## src/hdl/warblade_pkg.sv

```systemverilog
//////////////////////////////
// Warblade shared definitions
// Frame geometry, sprite sizes, colours and pixel types
//////////////////////////////

package warblade_pkg;

  typedef logic [6:0]  coord_t;   // hcount, vcount and sprite positions
  typedef logic [11:0] rgb_t;     // r in [11:8], g in [7:4], b in [3:0]
  typedef logic [3:0]  level_t;

  // Horizontal timing in pixel clocks
  localparam coord_t H_ACTIVE = 7'd64;
  localparam coord_t H_FP     = 7'd4;
  localparam coord_t H_SYNC   = 7'd8;
  localparam coord_t H_BP     = 7'd4;
  localparam coord_t H_TOTAL  = 7'd80;

  // Vertical timing in lines
  localparam coord_t V_ACTIVE = 7'd48;
  localparam coord_t V_FP     = 7'd2;
  localparam coord_t V_SYNC   = 7'd3;
  localparam coord_t V_BP     = 7'd3;
  localparam coord_t V_TOTAL  = 7'd56;

  // Sync windows
  localparam coord_t H_SYNC_START = H_ACTIVE + H_FP;
  localparam coord_t H_SYNC_END   = H_SYNC_START + H_SYNC;
  localparam coord_t V_SYNC_START = V_ACTIVE + V_FP;
  localparam coord_t V_SYNC_END   = V_SYNC_START + V_SYNC;

  // Player ship
  localparam coord_t SHIP_W       = 7'd8;
  localparam coord_t SHIP_H       = 7'd4;
  localparam coord_t SHIP_Y       = 7'd40;
  localparam coord_t SHIP_X_RESET = 7'd28;
  localparam coord_t SHIP_STEP    = 7'd2;
  localparam coord_t SHIP_X_MAX   = H_ACTIVE - SHIP_W;

  // Missile, one pixel wide
  localparam coord_t MISSILE_H     = 7'd2;
  localparam coord_t MISSILE_STEP  = 7'd4;
  localparam coord_t MISSILE_X_OFS = 7'd3;  // Nose of the ship

  localparam rgb_t SHIP_RGB      = 12'h0e3;
  localparam rgb_t MISSILE_RGB   = 12'hf50;
  localparam rgb_t STAR_BASE_RGB = 12'haa4;

  // Sanity relation kept visible for the geometry above
  localparam coord_t H_CHECK = H_ACTIVE + H_FP + H_SYNC + H_BP;
  localparam coord_t V_CHECK = V_ACTIVE + V_FP + V_SYNC + V_BP;

endpackage

```

## src/hdl/vga_if.sv

```systemverilog
//////////////////////////////
// Pixel stream link
// One pixel per clock between drawing stages
//////////////////////////////

`timescale 1ns/100ps

interface vga_if;

  warblade_pkg::coord_t hcount;
  warblade_pkg::coord_t vcount;
  logic                 hsync;
  logic                 vsync;
  logic                 hblnk;
  logic                 vblnk;
  warblade_pkg::rgb_t   rgb;

  // Driving stage
  modport src (
    output hcount, vcount, hsync, vsync, hblnk, vblnk, rgb
  );

  // Reading stage
  modport snk (
    input hcount, vcount, hsync, vsync, hblnk, vblnk, rgb
  );

endinterface

```

## src/hdl/vga_timing.sv

```systemverilog
//////////////////////////////
// VGA timing generator
// Counters, sync and blanking for the small frame
//////////////////////////////

`timescale 1ns/100ps

module vga_timing (
  input  logic pclk,
  input  logic reset_i,
  vga_if.src   vid_o
);

  warblade_pkg::coord_t hcount_q, vcount_q;
  warblade_pkg::coord_t hcount_nxt, vcount_nxt;
  logic hsync_q, vsync_q;
  logic hblnk_q, vblnk_q;
  logic line_end;

  assign line_end = (hcount_q == warblade_pkg::H_TOTAL - warblade_pkg::coord_t'(1));

  always_comb begin
    if (line_end) begin
      hcount_nxt = '0;
      if (vcount_q == warblade_pkg::V_TOTAL - warblade_pkg::coord_t'(1)) begin
        vcount_nxt = '0;
      end else begin
        vcount_nxt = vcount_q + warblade_pkg::coord_t'(1);
      end
    end else begin
      hcount_nxt = hcount_q + warblade_pkg::coord_t'(1);
      vcount_nxt = vcount_q;
    end
  end

  // Decode from the next count so flags line up with the counters
  always_ff @(posedge pclk) begin
    if (reset_i) begin
      hcount_q <= '0;
      vcount_q <= '0;
      hsync_q  <= 1'b0;
      vsync_q  <= 1'b0;
      hblnk_q  <= 1'b0;
      vblnk_q  <= 1'b0;
    end else begin
      hcount_q <= hcount_nxt;
      vcount_q <= vcount_nxt;
      hsync_q  <= (hcount_nxt >= warblade_pkg::H_SYNC_START) &&
                  (hcount_nxt <  warblade_pkg::H_SYNC_END);
      vsync_q  <= (vcount_nxt >= warblade_pkg::V_SYNC_START) &&
                  (vcount_nxt <  warblade_pkg::V_SYNC_END);
      hblnk_q  <= (hcount_nxt >= warblade_pkg::H_ACTIVE);
      vblnk_q  <= (vcount_nxt >= warblade_pkg::V_ACTIVE);
    end
  end

  assign vid_o.hcount = hcount_q;
  assign vid_o.vcount = vcount_q;
  assign vid_o.hsync  = hsync_q;
  assign vid_o.vsync  = vsync_q;
  assign vid_o.hblnk  = hblnk_q;
  assign vid_o.vblnk  = vblnk_q;
  assign vid_o.rgb    = '0;     // Colour comes from the stages

endmodule

```

## src/hdl/draw_background.sv

```systemverilog
//////////////////////////////
// Background stage
// Blanking and a level-coloured star field
//////////////////////////////

`timescale 1ns/100ps

module draw_background (
  input  logic                 pclk,
  input  logic                 reset_i,
  input  warblade_pkg::level_t level_i,
  vga_if.snk                   vid_i,
  vga_if.src                   vid_o
);

  warblade_pkg::level_t level_q;
  warblade_pkg::rgb_t   star_rgb;
  logic frame_upd;
  logic visible;
  logic star_hit;

  assign frame_upd = (vid_i.vcount == warblade_pkg::V_ACTIVE) && (vid_i.hcount == '0);
  assign visible   = !(vid_i.hblnk || vid_i.vblnk);

  // Diagonal dots, phase picked by the level
  assign star_hit = (vid_i.hcount[2:0] == vid_i.vcount[2:0]) &&
                    (vid_i.hcount[2:0] == level_q[2:0]);

  assign star_rgb = {warblade_pkg::STAR_BASE_RGB[11:4],
                     warblade_pkg::STAR_BASE_RGB[3:0] + level_q};  // Blue wraps

  always_ff @(posedge pclk) begin
    if (reset_i) begin
      level_q      <= '0;
      vid_o.hcount <= '0;
      vid_o.vcount <= '0;
      vid_o.hsync  <= 1'b0;
      vid_o.vsync  <= 1'b0;
      vid_o.hblnk  <= 1'b0;
      vid_o.vblnk  <= 1'b0;
      vid_o.rgb    <= '0;
    end else begin
      if (frame_upd) level_q <= level_i;
      vid_o.hcount <= vid_i.hcount;
      vid_o.vcount <= vid_i.vcount;
      vid_o.hsync  <= vid_i.hsync;
      vid_o.vsync  <= vid_i.vsync;
      vid_o.hblnk  <= vid_i.hblnk;
      vid_o.vblnk  <= vid_i.vblnk;
      vid_o.rgb    <= (visible && star_hit) ? star_rgb : '0;
    end
  end

endmodule

```

## src/hdl/draw_ship.sv

```systemverilog
//////////////////////////////
// Ship stage
// Moves the player ship once per frame and draws it
//////////////////////////////

`timescale 1ns/100ps

module draw_ship (
  input  logic                 pclk,
  input  logic                 reset_i,
  input  logic                 left_i,
  input  logic                 right_i,
  vga_if.snk                   vid_i,
  vga_if.src                   vid_o,
  output warblade_pkg::coord_t ship_x_o
);

  warblade_pkg::coord_t ship_x;
  warblade_pkg::coord_t ship_x_nxt;
  logic left_flag, right_flag;
  logic frame_upd;
  logic visible;
  logic ship_hit;

  assign frame_upd = (vid_i.vcount == warblade_pkg::V_ACTIVE) && (vid_i.hcount == '0);
  assign visible   = !(vid_i.hblnk || vid_i.vblnk);

  // Step with clamping at both edges
  always_comb begin
    ship_x_nxt = ship_x;
    if (left_flag && !right_flag) begin
      if (ship_x < warblade_pkg::SHIP_STEP) begin
        ship_x_nxt = '0;
      end else begin
        ship_x_nxt = ship_x - warblade_pkg::SHIP_STEP;
      end
    end else if (right_flag && !left_flag) begin
      if (ship_x > warblade_pkg::SHIP_X_MAX - warblade_pkg::SHIP_STEP) begin
        ship_x_nxt = warblade_pkg::SHIP_X_MAX;
      end else begin
        ship_x_nxt = ship_x + warblade_pkg::SHIP_STEP;
      end
    end
  end

  assign ship_hit = visible &&
                    (vid_i.hcount >= ship_x) &&
                    (vid_i.hcount <  ship_x + warblade_pkg::SHIP_W) &&
                    (vid_i.vcount >= warblade_pkg::SHIP_Y) &&
                    (vid_i.vcount <  warblade_pkg::SHIP_Y + warblade_pkg::SHIP_H);

  always_ff @(posedge pclk) begin
    if (reset_i) begin
      ship_x     <= warblade_pkg::SHIP_X_RESET;
      left_flag  <= 1'b0;
      right_flag <= 1'b0;
    end else if (frame_upd) begin
      ship_x     <= ship_x_nxt;
      left_flag  <= 1'b0;    // New frame, new presses
      right_flag <= 1'b0;
    end else begin
      left_flag  <= left_flag | left_i;
      right_flag <= right_flag | right_i;
    end
  end

  always_ff @(posedge pclk) begin
    if (reset_i) begin
      vid_o.hcount <= '0;
      vid_o.vcount <= '0;
      vid_o.hsync  <= 1'b0;
      vid_o.vsync  <= 1'b0;
      vid_o.hblnk  <= 1'b0;
      vid_o.vblnk  <= 1'b0;
      vid_o.rgb    <= '0;
    end else begin
      vid_o.hcount <= vid_i.hcount;
      vid_o.vcount <= vid_i.vcount;
      vid_o.hsync  <= vid_i.hsync;
      vid_o.vsync  <= vid_i.vsync;
      vid_o.hblnk  <= vid_i.hblnk;
      vid_o.vblnk  <= vid_i.vblnk;
      vid_o.rgb    <= ship_hit ? warblade_pkg::SHIP_RGB : vid_i.rgb;
    end
  end

  assign ship_x_o = ship_x;

endmodule

```

## src/hdl/draw_missile.sv

```systemverilog
//////////////////////////////
// Missile stage
// Launches, climbs and retires the player missile
//////////////////////////////

`timescale 1ns/100ps

module draw_missile (
  input  logic                 pclk,
  input  logic                 reset_i,
  input  logic                 shoot_i,
  input  warblade_pkg::coord_t ship_x_i,
  vga_if.snk                   vid_i,
  vga_if.src                   vid_o
);

  warblade_pkg::coord_t mis_x, mis_y;
  logic mis_active;
  logic shoot_flag;
  logic frame_upd;
  logic mis_hit;

  // Lands one clock after the ship stage, ship_x_i is already updated
  assign frame_upd = (vid_i.vcount == warblade_pkg::V_ACTIVE) && (vid_i.hcount == '0);

  assign mis_hit = mis_active &&
                   (vid_i.hcount == mis_x) &&
                   (vid_i.vcount >= mis_y) &&
                   (vid_i.vcount <  mis_y + warblade_pkg::MISSILE_H);

  always_ff @(posedge pclk) begin
    if (reset_i) begin
      mis_active <= 1'b0;
      mis_x      <= '0;
      mis_y      <= '0;
      shoot_flag <= 1'b0;
    end else if (frame_upd) begin
      if (mis_active) begin
        if (mis_y < warblade_pkg::MISSILE_STEP) begin
          mis_active <= 1'b0;   // Off the top
        end else begin
          mis_y <= mis_y - warblade_pkg::MISSILE_STEP;
        end
      end else if (shoot_flag) begin
        mis_active <= 1'b1;
        mis_x      <= ship_x_i + warblade_pkg::MISSILE_X_OFS;
        mis_y      <= warblade_pkg::SHIP_Y - warblade_pkg::MISSILE_H;
      end
      // Presses while in flight are dropped
      shoot_flag <= 1'b0;
    end else begin
      shoot_flag <= shoot_flag | shoot_i;
    end
  end

  always_ff @(posedge pclk) begin
    if (reset_i) begin
      vid_o.hcount <= '0;
      vid_o.vcount <= '0;
      vid_o.hsync  <= 1'b0;
      vid_o.vsync  <= 1'b0;
      vid_o.hblnk  <= 1'b0;
      vid_o.vblnk  <= 1'b0;
      vid_o.rgb    <= '0;
    end else begin
      vid_o.hcount <= vid_i.hcount;
      vid_o.vcount <= vid_i.vcount;
      vid_o.hsync  <= vid_i.hsync;
      vid_o.vsync  <= vid_i.vsync;
      vid_o.hblnk  <= vid_i.hblnk;
      vid_o.vblnk  <= vid_i.vblnk;
      vid_o.rgb    <= mis_hit ? warblade_pkg::MISSILE_RGB : vid_i.rgb;
    end
  end

endmodule

```

## src/hdl/warblade_top.sv

```systemverilog
//////////////////////////////
// Warblade top level
// Timing and three drawing stages to VGA pins
//////////////////////////////

`timescale 1ns/100ps

module warblade_top (
  input  logic                 pclk,
  input  logic                 reset_i,
  input  warblade_pkg::level_t level_i,
  input  logic                 left_i,
  input  logic                 right_i,
  input  logic                 shoot_i,
  output logic                 hsync_o,
  output logic                 vsync_o,
  output logic [3:0]           r_o,
  output logic [3:0]           g_o,
  output logic [3:0]           b_o
);

  vga_if vid_t ();  // Timing only
  vga_if vid_b ();  // Background
  vga_if vid_s ();  // Plus ship
  vga_if vid_m ();  // Plus missile

  warblade_pkg::coord_t ship_x;

  vga_timing i_timing (
    .pclk    (pclk),
    .reset_i (reset_i),
    .vid_o   (vid_t)
  );

  draw_background i_background (
    .pclk    (pclk),
    .reset_i (reset_i),
    .level_i (level_i),
    .vid_i   (vid_t),
    .vid_o   (vid_b)
  );

  draw_ship i_ship (
    .pclk     (pclk),
    .reset_i  (reset_i),
    .left_i   (left_i),
    .right_i  (right_i),
    .vid_i    (vid_b),
    .vid_o    (vid_s),
    .ship_x_o (ship_x)
  );

  draw_missile i_missile (
    .pclk     (pclk),
    .reset_i  (reset_i),
    .shoot_i  (shoot_i),
    .ship_x_i (ship_x),
    .vid_i    (vid_s),
    .vid_o    (vid_m)
  );

  assign hsync_o = vid_m.hsync;
  assign vsync_o = vid_m.vsync;
  assign r_o     = vid_m.rgb[11:8];
  assign g_o     = vid_m.rgb[7:4];
  assign b_o     = vid_m.rgb[3:0];

endmodule

```

## config.mk

```make
export PLATFORM = sky130hd
export DESIGN_NAME = warblade_top
export DESIGN_NICKNAME = d
export VERILOG_FILES = /design/src/hdl/warblade_pkg.sv /design/src/hdl/vga_if.sv /design/src/hdl/vga_timing.sv /design/src/hdl/draw_background.sv /design/src/hdl/draw_ship.sv /design/src/hdl/draw_missile.sv /design/src/hdl/warblade_top.sv
export SDC_FILE = /design/constraint.sdc
export NUM_CORES = 1
export LEC_CHECK = 0
export ABC_AREA = 1
export BUFFER_PORTS_ARGS = -buffer_cell sky130_fd_sc_hd__buf_2
export CAP_MARGIN = 20
export CORE_AREA = 2 2 92 94
export DETAILED_ROUTE_END_ITERATION = 10
export DIE_AREA = 0 0 94 96
export MAX_ROUTING_LAYER = met4
export PLACE_DENSITY = 0.82
export SYNTH_ARGS = -nofsm -noshare
export SYNTH_HDL_FRONTEND = slang
export SYNTH_SLANG_ARGS = --single-unit
```

## constraint.sdc

```tcl
create_clock -name pclk -period 5.5 [get_ports pclk]
set_input_delay 1.1 -clock pclk [delete_from_list [all_inputs] [get_ports pclk]]
set_output_delay 1.1 -clock pclk [all_outputs]
set_load 0.03 [all_outputs]
```

==> flow_summary.json <==
{
  "fill_cells": 688,
  "postCtsHoldBufs": 0,
  "p_int_mw": 1.05,
  "startpoint_type": "input pin",
  "post_cts_resized": 0,
  "cts_tree": "built",
  "drv_cap": 0,
  "grt_pass1_wl_um": 18200,
  "async_reset_ff_share_pct": 0,
  "synth_seq_area_share_pct": 38.8,
  "fin_hold_ws_ps": 408,
  "rows": 33,
  "place_congestion": 0.958,
  "p_per_area_nw_per_um2": 245,
  "synth_largest_area_cell": "dfxtp_1",
  "clk_pin_slew_ps": 90,
  "period_minus_slack_ps": 2820,
  "io_buffers": 22,
  "post_dp_cell_area_um2": 5230,
  "p_switching_uw": 295,
  "power_leakage_nw": 2.60,
  "start_util_pct": 63.4,
  "drcViolationCount": 0,
  "hold_path.class": "flip-flop to flip-flop",
  "fin_skew_ps": 13.2,
  "hpwlAfterDp_um": 7940,
  "netlist.area_leader.share_pct": 38.8,
  "overflow": 0,
  "numCtsBuffers": 9,
  "ys.flop_type": "dfxtp_1",
  "cp_max_fo": 66,
  "cts_max_level": 3,
  "crit_type": "input pin to flip-flop",
  "fin_nets": 792,
  "dr.pass1.iters": 4,
  "final_antenna_net_count": 0,
  "cts_setup_buffers": 0,
  "clock-sinks": 99,
  "antenna_found_initial": 0,
  "finalHoldViolations": 0,
  "yosys-top-cells-count": "nand2_1, nor2_1, inv_1, dfxtp_1, nand3_1",
  "critPathCaptureType": "flip-flop",
  "finish.utilization_pct": 67.9,
  "fin_tns_setup_ps": 0,
  "coreArea_um2": 8050,
  "yosysUniqueCellTypes": 35,
  "vias_per_cell": 5.19,
  "drt-total-wl_um": 10600,
  "vdd_drop_max_uv": 155,
  "synthesis.yosys.warnings": 0,
  "track_usage_pct": 26.2,
  "relSlewSlack_pct": 47.2,
  "ios": 23,
  "max_freq_ghz": 0.355,
  "post-place-cells": 841,
  "synth_edf_count": 0,
  "syn_to_final_growth_pct": 7.11,
  "fin_cells": 857,
  "yosysMostFrequentCell": "nand2_1",
  "grt_max_degree": 67,
  "status": "complete, no violations",
  "syn_area_um2": 5100,
  "power.total_mw": 1.34,
  "die_w_um": 94,
  "final_max_slew_viol_count": 0,
  "pwr-share-seq_pct": 54.6,
  "synth.net_count": 779,
  "swShare_pct": 22.0,
  "die_area_um2": 9020,
  "vias": 4448,
  "finalCritPeriodShare_pct": 51.2,
  "cts-root-buf": "clkbuf_8",
  "finalSetupViolations": 0,
  "wire_per_inst_um": 12.4,
  "worst_slew_pin_slew_ps": 787,
  "stdcell_area_um2": 5470,
  "place_ws_ps": 2280,
  "pwr-share-clk_pct": 41.0,
  "hold_depth": 2,
  "drive_gt1_share_pct": 7.58,
  "clock_latency_ps": 360,
  "setup_ws_ps": 2680,
  "synth_seq_cells": 99,
  "arrival_ps": 3060,
  "drt-initial-drc-count": 252,
  "clockBufferDepth": 2,
  "grt_pass1_vias": 4127,
  "rsz0062_at_grt": "no",
  "r2r_cells": 13,
  "synth_cells": 734,
  "combinationalPowerShare_pct": 4.4,
  "die_y_um": 96,
  "cp.required_ps": 5740,
  "synth_area_leaders": "dfxtp_1, nand2_1, nor2_1, ha_1, inv_1",
  "syn_area_per_cell_um2": 6.95,
  "antennaDiodeCount": 0
}
==> routing by layer <==
layer	vias to the layer above	track usage [%]	wire (um)
met4	0	10.1	251
met5	-	-	0
li1	2311	-	-
met3	25	4.86	513
met2	117	45.1	5260
met1	1995	30.5	4560
==> kinds of logic (layout without fill, tap and decap cells) <==
| kind of cell | Yosys count | after routing | share of synthesized area [%] |
|---|---|---|---|
| buffers and inverters | 135 | 153 | 10.9 |
| and+or+nand+nor | 394 | 394 | 33.0 |
| AOI/OAI and AO/OA | 50 | 50 | 5.10 |
| xor gates and xnor gates | 20 | 20 | 3.43 |
| DFF | 99 | 99 | 38.8 |
| adders and majority gates | 36 | 36 | 8.82 |
==> placed cells by master, fill, tap and decap left out, types with 2 or more instances in the layout <==
cell type and instances:
a21oi_1 25, buf_2 22, bufinv_16 3, clkbuf_8 9, clkinv_1 3, clkinv_2 2, dfxtp_1 99, ha_1 36
inv_1 109, inv_2 2, nand2_1 159, nand2_2 5, nand3_1 47, nand3_2 4, nand4_1 17, nor2_1 141
nor3_1 12, o21ai_0 20, xnor2_1 7, xor2_1 13
==> final cells by class <==
class	instances	area, um^2	area share [%]
Clock buffer	9	124	2.27
Sequential cell	99	1980	36.2
Tap cell	105	131	2.40
Multi-Input combinational cell	500	2570	47.0
Timing Repair Buffer	23	118	2.15
Inverter	114	428	7.83
Clock inverter	7	116	2.13
==> worst max-delay path: stages <==
cell      delay [ps]
buf_2             70
buf_4            520
clkinv_1         840
nand2_1          430
nor2_1            90
==> registers in the layout (all words and copies together), names as in the netlist, 4 cells and up <==
| signal | cells |
|---|---|
| i_background.level_q | 4 |
| i_background.vid_o.hcount | 6 |
| i_background.vid_o.rgb | 5 |
| i_background.vid_o.vcount | 7 |
| i_missile.mis_x | 7 |
| i_missile.mis_y | 6 |
| i_missile.vid_o.rgb | 8 |
| i_ship.ship_x_o | 6 |
| i_ship.vid_o.hcount | 7 |
| i_ship.vid_o.rgb | 7 |
| i_ship.vid_o.vcount | 7 |
| i_timing.vid_o.hcount | 6 |
| i_timing.vid_o.vcount | 7 |
==> final timing paths <==
kind                       from  slack (ps)                endpoint
min reg2reg  i_ship.vid_o.hsync         410   i_missile.vid_o.hsync
min          i_ship.vid_o.hsync         410   i_missile.vid_o.hsync
max                     reset_i        2680  i_missile.vid_o.rgb[3]
max reg2reg  i_missile.mis_y[3]        3010  i_missile.vid_o.rgb[3]
==> power by group through the flow <==
stage / clock network, mW / logic [mW] / registers, mW
after floorplan: 0 / 0.0452 / 0.748
after global placement: 0 / 0.0567 / 0.748
after detailed placement: 0 / 0.0584 / 0.749
after CTS: 0.559 / 0.0588 / 0.732
after global routing: 0.592 / 0.0665 / 0.734
final: 0.549 / 0.0587 / 0.732
Power figures use the tool's default switching activity.
